--- config.mk ---
export PLATFORM = sky130hd
export DESIGN_NAME = sprite_player
export DESIGN_NICKNAME = d
export VERILOG_FILES = /design/src/hdl/sprite_pkg.sv /design/src/hdl/sprite_state_if.sv /design/src/hdl/key_decode.sv /design/src/hdl/sprite_address.sv /design/src/hdl/sprite_motion.sv /design/src/hdl/sprite_player.sv
export VERILOG_INCLUDE_DIRS = /design/src /design/src/include
export SDC_FILE = /design/constraint.sdc
export NUM_CORES = 1
export LEC_CHECK = 0
export BUFFER_PORTS_ARGS = -buffer_cell sky130_fd_sc_hd__buf_2
export CAP_MARGIN = 20
export CORE_ASPECT_RATIO = 0.6
export CORE_MARGIN = 5
export CORE_UTILIZATION = 35
export DETAILED_ROUTE_END_ITERATION = 10
export GPL_TIMING_DRIVEN = 0
export PLACE_DENSITY = 0.55
export SLEW_MARGIN = 20
export SYNTH_ARGS = -nofsm -noshare
export SYNTH_HDL_FRONTEND = slang
export SYNTH_HIERARCHICAL = 1
export SYNTH_SLANG_ARGS = --single-unit
--- constraint.sdc ---
create_clock -name Clk -period 17.45 [get_ports Clk]
set_clock_uncertainty 0.1 [all_clocks]
set_input_delay 3.49 -clock Clk [delete_from_list [all_inputs] [get_ports Clk]]
set_output_delay 3.49 -clock Clk [all_outputs]
set_load 0.005 [all_outputs]
--- src/include/sprite_consts.svh ---
// Sprite size, start centre, playfield bounds, step size and keycode macros
`ifndef SPRITE_CONSTS_SVH
`define SPRITE_CONSTS_SVH

// Character size in pixels
`define SPRITE_WIDTH    40
`define SPRITE_HEIGHT   64

// Start position, centre of the playfield
`define START_X_CENTER  160
`define START_Y_CENTER  120

// Playfield bounds, inclusive
`define FIELD_X_MIN     0
`define FIELD_X_MAX     319
`define FIELD_Y_MIN     0
`define FIELD_Y_MAX     239

`define STEP_X          1       // Pixels per frame on X
`define STEP_Y          1       // Pixels per frame on Y

// USB HID usage codes for W, S, A and D
`define KEY_UP          26
`define KEY_DOWN        22
`define KEY_LEFT        4
`define KEY_RIGHT       7

`define POS_BITS        10      // Width of the sprite position registers

`endif

--- src/hdl/sprite_pkg.sv ---
// Facing-direction and movement-command enum types
package sprite_pkg;

    // Facing direction
    // The encoding is also the pose-group index in the sprite sheet
    typedef enum logic [1:0]
    {
        dirDown  = 2'd0,
        dirLeft  = 2'd1,
        dirUp    = 2'd2,
        dirRight = 2'd3
    } dirT;

    // Movement command decoded from the keycode
    typedef enum logic [2:0]
    {
        cmdNone  = 3'd0,    // No key or an unmapped key
        cmdUp    = 3'd1,
        cmdDown  = 3'd2,
        cmdLeft  = 3'd3,
        cmdRight = 3'd4
    } moveCmdT;

endpackage

--- src/hdl/sprite_state_if.sv ---
// Sprite state interface with motion and render modports
`include "sprite_consts.svh"

interface sprite_state_if;

    logic [`POS_BITS-1:0] xPos;        // Top-left corner, X
    logic [`POS_BITS-1:0] yPos;        // Top-left corner, Y
    sprite_pkg::dirT      facing;
    logic [1:0]           stepCount;   // Walk step counter, selects the pose

    // Driven by the motion block
    modport motion
    (
        output xPos,
        output yPos,
        output facing,
        output stepCount
    );

    // Read by the address block
    modport render
    (
        input xPos,
        input yPos,
        input facing,
        input stepCount
    );

endinterface

--- src/hdl/key_decode.sv ---
// Frame-strobe edge detector and keycode-to-command decoder
`include "sprite_consts.svh"

module key_decode
(
    input  logic                Clk,
    input  logic                rst,
    input  logic                frameClk,
    input  logic [7:0]          keycode,
    output logic                frameTick,
    output sprite_pkg::moveCmdT cmd
);

    logic                frameClkDly;   // frameClk as sampled one clock earlier
    sprite_pkg::moveCmdT cmdNext;

    // Only the four movement keys map to a command
    always_comb
    begin
        case (keycode)
            `KEY_UP:    cmdNext = sprite_pkg::cmdUp;
            `KEY_DOWN:  cmdNext = sprite_pkg::cmdDown;
            `KEY_LEFT:  cmdNext = sprite_pkg::cmdLeft;
            `KEY_RIGHT: cmdNext = sprite_pkg::cmdRight;
            default:    cmdNext = sprite_pkg::cmdNone;
        endcase
    end

    always_ff @(posedge Clk)
    begin
        if (rst)
        begin
            frameClkDly <= 1'b0;
            frameTick   <= 1'b0;
            cmd         <= sprite_pkg::cmdNone;
        end
        else
        begin
            frameClkDly <= frameClk;
            frameTick   <= frameClk & ~frameClkDly;    // One pulse per new frame
            cmd         <= cmdNext;                    // Lines up with frameTick
        end
    end

endmodule

--- src/hdl/sprite_address.sv ---
// Pixel hit test against the sprite rectangle and sprite-sheet address computation
`include "sprite_consts.svh"

module sprite_address
(
    input  logic [8:0]     pixelX,
    input  logic [8:0]     pixelY,
    sprite_state_if.render state,
    output logic           isObj,
    output logic [15:0]    objAddress
);

    localparam logic [15:0] spriteW   = `SPRITE_WIDTH;
    localparam logic [15:0] poseWords = `SPRITE_WIDTH * `SPRITE_HEIGHT;  // Words per pose

    logic [`POS_BITS-1:0] pixX;        // Pixel widened to position width
    logic [`POS_BITS-1:0] pixY;
    logic                 hitX;
    logic                 hitY;
    logic [`POS_BITS-1:0] dx;          // Distance from the sprite corner
    logic [`POS_BITS-1:0] dy;
    logic [1:0]           poseStep;    // Pose within the direction group
    logic [3:0]           pose;
    logic [15:0]          offset;

    assign pixX = {{(`POS_BITS - 9){1'b0}}, pixelX};
    assign pixY = {{(`POS_BITS - 9){1'b0}}, pixelY};

    // Half-open rectangle, the corner pixel belongs to the sprite
    assign hitX  = (pixX >= state.xPos) && (pixX < state.xPos + `SPRITE_WIDTH);
    assign hitY  = (pixY >= state.yPos) && (pixY < state.yPos + `SPRITE_HEIGHT);
    assign isObj = hitX && hitY;

    assign dx = pixX - state.xPos;
    assign dy = pixY - state.yPos;

    assign offset = 16'(dx) + 16'(dy) * spriteW;

    // Even steps stand, odd steps alternate between the two walk poses
    always_comb
    begin
        if (state.stepCount[0])
        begin
            poseStep = 2'd1 + {1'b0, state.stepCount[1]};
        end
        else
        begin
            poseStep = 2'd0;
        end
    end

    // Three poses per facing direction
    assign pose = 4'(state.facing) * 4'd3 + {2'b00, poseStep};

    always_comb
    begin
        if (isObj)
        begin
            objAddress = offset + 16'(pose) * poseWords;
        end
        else
        begin
            objAddress = 16'd0;    // Background pixel
        end
    end

endmodule

--- src/hdl/sprite_motion.sv ---
// Sprite position, facing and walk-step update with playfield boundary blocking
`include "sprite_consts.svh"

module sprite_motion
(
    input  logic                Clk,
    input  logic                rst,
    input  logic                frameTick,
    input  sprite_pkg::moveCmdT cmd,
    sprite_state_if.motion      state
);

    // Start corner is the start centre minus half the sprite
    localparam logic [`POS_BITS-1:0] xStart = `START_X_CENTER - `SPRITE_WIDTH / 2;
    localparam logic [`POS_BITS-1:0] yStart = `START_Y_CENTER - `SPRITE_HEIGHT / 2;
    localparam logic [`POS_BITS-1:0] stepX  = `STEP_X;
    localparam logic [`POS_BITS-1:0] stepY  = `STEP_Y;

    logic                 isMove;       // Frame tick carrying a direction
    logic                 blocked;      // Move would leave the playfield
    sprite_pkg::dirT      cmdDir;
    sprite_pkg::dirT      facingNext;
    logic [`POS_BITS-1:0] xNext;
    logic [`POS_BITS-1:0] yNext;
    logic [1:0]           stepNext;

    assign isMove = frameTick && (cmd != sprite_pkg::cmdNone);

    // Direction requested by the command and whether the bound stops it
    always_comb
    begin
        cmdDir  = state.facing;
        blocked = 1'b0;
        case (cmd)
            sprite_pkg::cmdUp:
            begin
                cmdDir  = sprite_pkg::dirUp;
                blocked = (state.yPos <= `FIELD_Y_MIN);
            end
            sprite_pkg::cmdDown:
            begin
                cmdDir  = sprite_pkg::dirDown;
                blocked = (state.yPos + `SPRITE_HEIGHT >= `FIELD_Y_MAX);
            end
            sprite_pkg::cmdLeft:
            begin
                cmdDir  = sprite_pkg::dirLeft;
                blocked = (state.xPos <= `FIELD_X_MIN);
            end
            sprite_pkg::cmdRight:
            begin
                cmdDir  = sprite_pkg::dirRight;
                blocked = (state.xPos + `SPRITE_WIDTH >= `FIELD_X_MAX);
            end
            default:
            begin
                cmdDir  = state.facing;
                blocked = 1'b1;
            end
        endcase
    end

    always_comb
    begin
        xNext      = state.xPos;
        yNext      = state.yPos;
        facingNext = state.facing;
        stepNext   = state.stepCount;
        if (isMove)
        begin
            facingNext = cmdDir;
            // Turning restarts the walk cycle, blocked moves still animate
            stepNext   = (cmdDir == state.facing) ? state.stepCount + 2'd1 : 2'd1;
            if (!blocked)
            begin
                case (cmdDir)
                    sprite_pkg::dirUp:    yNext = state.yPos - stepY;
                    sprite_pkg::dirDown:  yNext = state.yPos + stepY;
                    sprite_pkg::dirLeft:  xNext = state.xPos - stepX;
                    sprite_pkg::dirRight: xNext = state.xPos + stepX;
                    default:              xNext = state.xPos;
                endcase
            end
        end
    end

    always_ff @(posedge Clk)
    begin
        if (rst)
        begin
            state.xPos      <= xStart;
            state.yPos      <= yStart;
            state.facing    <= sprite_pkg::dirDown;
            state.stepCount <= 2'd0;
        end
        else
        begin
            state.xPos      <= xNext;
            state.yPos      <= yNext;
            state.facing    <= facingNext;
            state.stepCount <= stepNext;
        end
    end

endmodule

--- src/hdl/sprite_player.sv ---
// Player sprite top level joining key decode, motion and address blocks
module sprite_player
(
    input  logic        Clk,
    input  logic        rst,
    input  logic        frameClk,      // New frame on rising edge, about 60 Hz
    input  logic [7:0]  keycode,
    input  logic [8:0]  pixelX,
    input  logic [8:0]  pixelY,
    output logic        isObj,
    output logic [15:0] objAddress
);

    logic                frameTick;
    sprite_pkg::moveCmdT cmd;

    // Position, facing and step count from motion to address
    sprite_state_if spriteState ();

    key_decode decode0
    (
        .Clk       (Clk),
        .rst       (rst),
        .frameClk  (frameClk),
        .keycode   (keycode),
        .frameTick (frameTick),
        .cmd       (cmd)
    );

    sprite_motion motion0
    (
        .Clk       (Clk),
        .rst       (rst),
        .frameTick (frameTick),
        .cmd       (cmd),
        .state     (spriteState.motion)
    );

    sprite_address address0
    (
        .pixelX     (pixelX),
        .pixelY     (pixelY),
        .state      (spriteState.render),
        .isObj      (isObj),
        .objAddress (objAddress)
    );

endmodule

Word level (Yosys, flattened, before mapping)
Cells that the tools add are included.
{"block": "word_totals", "regBits": 29, "input_bits": 29, "wordCells": 64}
{"block": "op_classes", "add_sub_neg": 13, "mul": 3, "order_cmp": 8, "eq_ne": 12, "n_mux": 8, "bitwise_logic": 3, "n_reduce_logical": 10}
{"op": "< comparator 9 x 32 -> 1 bit", "n": 2}
{"op": "case mux 10 bit (2 select lines)", "n": 2}
{"op": "greater-or-equal comparator 32 x 8 -> 1 bit, second input constant", "n": 1}
{"op": "greater-or-equal comparator 32 x 9 -> 1 bit, second input constant", "n": 1}
{"op": "adder 10 x 1 -> 10 bit, second input constant", "n": 2}
{"op": "greater-or-equal comparator 9 x 10 -> 1 bit", "n": 2}
{"op": "<= comparator 10 x 1 -> 1 bit, second input constant", "n": 2}
{"op": "subtractor 10 x 1 -> 10 bit, second input constant", "n": 2}
{"op": "subtractor 9 x 10 -> 10 bit", "n": 2}
{"op": "adder 10 x 16 -> 16 bit", "n": 1}
{"op": "adder 16 bit", "n": 1}
{"op": "equality test 8 x 3 -> 1 bit, second input constant", "n": 2}
{"op": "equality test 8 x 5 -> 1 bit, second input constant", "n": 2}
{"op": "2-to-1 mux 16 bit", "n": 1}
{"op": "multiplier 10 x 3 -> 13 bit, second input constant", "n": 1}
{"op": "case mux 3 bit (4 select lines)", "n": 1}
{"op": "adder 10 x 6 -> 11 bit, second input constant", "n": 1}
{"op": "adder 10 x 7 -> 11 bit, second input constant", "n": 1}
{"op": "case mux 2 bit (4 select lines)", "n": 1}
{"op": "multiplier 4 x 3 -> 7 bit, second input constant", "n": 1}
{"op": "equality test 3 x 2 -> 1 bit, second input constant", "n": 2}
{"op": "AND reduction 3 bit", "n": 2}
{"op": "adder 4 x 2 -> 4 bit", "n": 1}
{"op": "equality test 2 bit, second input constant", "n": 2}
{"op": "other kinds (15)", "n": 21}

Logic depth before layout (Yosys ltp)
{"block": "depth", "depth_word": 6, "depth_mapped": 23}

Cells and area by module
Netlist, hierarchy kept.
{"module": "sprite_address", "instances": 1, "cells_each": 342, "area_per_inst_um2": 2590.0, "seq_area_each_um2": 0.0}
{"module": "sprite_motion", "instances": 1, "cells_each": 240, "area_per_inst_um2": 2135.8, "seq_area_each_um2": 480.5}
{"module": "key_decode", "instances": 1, "cells_each": 17, "area_per_inst_um2": 187.7, "seq_area_each_um2": 100.1}

Least setup slack after synthesis
OpenSTA, ideal clock, no wires.
{"block": "synth_path", "path_kind": "input port to output port", "startpoint": "input port pixelY[0]", "endpoint": "output port objAddress[15]", "t_arrival_ns": 7.620, "required_time_ns": 13.860, "slack_ns": 6.240, "path_stages": 23, "n_path_buf": 0, "path_cell_list": "inv_1 > ha_1 > inv_1 > fa_1 > a21o_1 > a21oi_1 > xnor2_1 > ha_1 > inv_1 > fa_1 > nor2b_1 > o21ai_0 > nand2b_1 > xor2_1 > ha_1 > ha_1 > a21o_1 > or3_1 > o2111ai_1 > o21ai_0 > a31oi_1 > xnor3_1 > nor2_1"}
{"block": "synth_between", "elab_chain_len": 5}
{"element": "start, declared", "line": "sprite_player.sv:9", "rtl": "input logic [8:0] pixelY,"}
{"element": "subtractor 9 x 10 -> 10 bit", "line": "sprite_address.sv:35", "rtl": "assign dy = pixY - state.yPos;"}
{"element": "multiplier 10 x 3 -> 13 bit", "line": "sprite_address.sv:37", "rtl": "assign offset = 16'(dx) + 16'(dy) * spriteW;"}
{"element": "adder 10 x 16 -> 16 bit", "line": "sprite_address.sv:37"}
{"element": "adder 16 bit", "line": "sprite_address.sv:59", "rtl": "objAddress = offset + 16'(pose) * poseWords;"}
{"element": "2-to-1 mux 16 bit (*)", "line": "sprite_address.sv:57", "rtl": "if (isObj)"}
{"element": "end, declared", "line": "sprite_player.sv:11", "rtl": "output logic [15:0] objAddress"}
Every way passes the cells marked *; elsewhere a longest branch is shown, timed or not.

Final worst setup path
Same ends and word-level chain as after synthesis.

==> results by group <==
Outcome
  – Status: complete, no violations

Synthesis
  – Post-synth top cells: ha_1 (91), inv_1 (68), nor2_1 (62)
  – EDFF count, synth: 0
  – Post-synthesis mux area share: 0.0295
  – Primary FF master, synth: dfxtp_1
  – Post-Synthesis Cell Area: 4910 um2
  – Largest family of logic cells by synthesized area: adder cells
  – Leading post-synthesis cells by cell area: ha_1 (23%), dfxtp_1 (12%), xnor2_1 (5.9%), inv_1 (5.2%), nor2_1 (4.7%)
  – Adder-Cell Fraction of Synth Area: 0.275
  – Fraction of the mapped netlist area in simple logic gates: 0.201
  – Area fraction of the dominant cell type after synthesis: 0.232
  – Distinct cell type count after synthesis: 80
  – FF+latch count, synth: 29
  – Mapped Nets: 729
  – Ys async rst share: 0
  – Largest area contributor in the synthesized netlist: ha_1
  – Synthesized area per cell: 8.20 um2
  – Syn. warnings: 6
  – Synth Area in Compound Gates: 0.216
  – Sequential area share after synthesis: 0.118
  – Syn Inst Count: 599
  – Synth Area in XOR/XNOR: 0.0901
  – Top-count cell post-synth: ha_1

Cells and area
  – Multi-input combinational cell area: 3990 um2
  – # diodes: 0
  – Post-route cell area: 5520 um2
  – Synth-to-Final Area Change: 12.4%
  – Nets: 781
  – Fin cells: 844
  – Share of post-route cells with drive strength above 1: 0.124
  – Fill count: 1428
  – Storage cell area: 581 um2

Run
  – Max Cap Violations: 0

GRT
  – Most Crowded Layer GR: met1
  – Met3 Resource Use GR: 0.0293
  – Initial antenna violation count: 0
  – Overall Global Routing Usage: 0.155
  – GRT met2 Usage: 0.209
  – GR Util met1: 0.254
  – Largest net degree at the start of global routing: 14
  – Global-route wire length before repair: 21000 um
  – Grt total ovfl: 0
  – Vias in the first global route: 4178

Drt
  – Starting DRC count in detailed routing: 153
  – WL/cell: 14.9 um
  – First-pass DRT Iterations: 5
  – Remaining DRCs: 0
  – DR vias/cell: 5.22
  – ANT nets after route: 0
  – DR vias: 4409
  – Drt total wl: 12500 um

Setup path
  – Largest stage delay on the critical path: 520 ps
  – Register-to-register path setup slack: 14080 ps
  – Worst EP required: 13860 ps
  – Critical path launch point type: input pin
  – Worst endpoint data arrival time: 8820 ps
  – Critical Path Fanout Max: 5
  – CP Cell Sequence: buf_2, inv_1, ha_1, inv_1, fa_1, a21o_1, a21oi_1, xnor2_1, ha_1, inv_1, fa_1, nor2b_1, o21ai_0, nand2b_1, xor2_1, ha_1, ha_1, a21o_1, a2111oi_0, o21ai_0, a31oi_1, xnor3_1, nor2_1, buf_2
  – Setup Crit Path Kind: in -> out
  – RR Endpoint: motion0/state.yPos[9]
  – CP Capture Type: output pin
  – Crit-path slowest cell: a2111oi_0
  – Worst r2r src: motion0/state.facing[0]
  – Worst path most repeated cell: ha_1
  – Worst r2r path cells: 9

Die
  – Die area: 16600 um2
  – Placement Rows: 33
  – Die height: 102 um
  – Die X: 163 um
  – Boundary Pins: 46
  – Core box area: 13700 um2
  – Starting density of the core: 0.358

CTS
  – H-Tree Depth: 2
  – Root Driver: clkbuf_16
  – Num CTS Buffers: 5
  – CTS tree: yes
  – Setup Fix Bufs, Post-CTS: 0
  – Post-CTS Hold Buffers: 0
  – Clock Pin Slew Worst Setup and Hold Paths: 40 ps
  – CTS resizes: 0
  – CTS sink count: 29
  – Clk Latency, worst-skew pair: 280 ps
  – Clock Path Buffers: 2

STA
  – Minimum clock period: 12410 ps
  – Final setup violation count: 0
  – Fin Setup TNS: 0 ps
  – RSZ-0062 raised after global routing: false
  – Worst slew pin tran: 735 ps
  – Slew headroom: 0.510
  – Hold Vio Cnt, Final: 0
  – Slew Viols, Final: 0
  – F_max: 0.0806 GHz
  – Fin crit share: 0.711
  – Hold slack final: 281 ps

Power
  – Pleak: 2.54 nW
  – VDD IR-drop max: 35.3 uV
  – Total Power: 0.297 mW
  – Pwr Density: 53.8 nW/um2

Placement
  – Port Buffers: 45
  – Post-DP HPWL: 10400 um
  – Placed cells: 836
  – GP Congestion: 0.811
  – DP Area: 5380 um2

Hold path
  – Hold Crit Class: reg -> reg
  – Hold Path Origin: decode0/frameClkDly
  – Worst Hold End: decode0/frameTick
  – Worst Hold Depth: 1
==> layout make-up <==
| cell class | count | share of cell area |
|---|---|---|
| multi-input combinational | 491 | 0.723 |
| sequential | 29 | 0.105 |
| inverter | 69 | 0.0469 |
| tap | 192 | 0.0435 |
| timing repair buffer | 45 | 0.0408 |
| clock buffer | 8 | 0.0247 |
| buffer | 10 | 0.0163 |
==> stage by stage <==
stage	utilization	setup WS, ps
floorplan	-	6240
global placement	0.392	5210
detailed placement	0.392	5190
CTS	0.402	5150
global route	0.403	4770
finish	0.403	5040
==> routing by layer <==
layer | wire [um] | vias to the layer above
li1 | - | 2259
met5 | 0 | -
met3 | 559 | 7
met4 | 44 | 0
met1 | 7220 | 2062
met2 | 4710 | 81
==> sequential cells by signal, indices dropped and copies added, names as in the netlist <==
name and flops:
decode0/frameClkDly 1, motion0/state.xPos 10, motion0/state.yPos 10, decode0/frameTick 1, motion0/state.facing 2, motion0/state.stepCount 2
decode0/cmd 3
==> worst max-delay path, delay by kind of cell <==
| family | cells | cell delay (ps) |
|---|---|---|
| AND/OR/NAND/NOR | 3 | 350 |
| AO/OA/AOI/OAI | 7 | 1840 |
| XOR/XNOR | 3 | 670 |
| adder cells (fa/ha/maj) | 6 | 2050 |
| buffers and inverters | 5 | 400 |
==> cell families after synthesis <==
group / after synthesis
compound gates: 151
xor+xnor: 49
fa+ha+maj: 102
buf+inv: 79
flops: 29
mux: 14
simple gates: 175
==> layout by cell type (no fill, tap or decap), types with 4 or more instances in the layout <==
master	instances
nand2_1	13
nor2_1	62
ha_1	91
o21ai_1	4
o21a_1	14
a211oi_1	11
dfxtp_1	29
mux2i_1	10
inv_1	68
clkbuf_16	5
fa_1	10
and2_1	7
clkbuf_1	4
xor2_1	15
nand3_1	4
nand2b_1	11
a211o_1	7
nor3_1	16
o2111ai_1	5
a21oi_1	33
buf_2	47
a2111oi_0	4
nor4_1	4
a21o_1	13
nand4_1	4
xnor2_1	33
nor2b_1	17
o21ai_0	25
==> worst max path at each step <==
stage | endpoint | startpoint
after CTS | objAddress[15] | pixelY[0]
final | objAddress[15] | pixelY[0]
after floorplan | objAddress[15] | pixelY[0]
after detailed placement | objAddress[15] | pixelY[0]
after global placement | objAddress[15] | pixelY[0]
after global routing | objAddress[15] | pixelY[0]
==> power by group <==
part	switching (mW)	internal (mW)	total, mW
registers	0.000221	0.0666	0.0668
clock network	0.0311	0.0530	0.0840
logic	0.0810	0.0652	0.146
(Power assumes the default switching activity.)
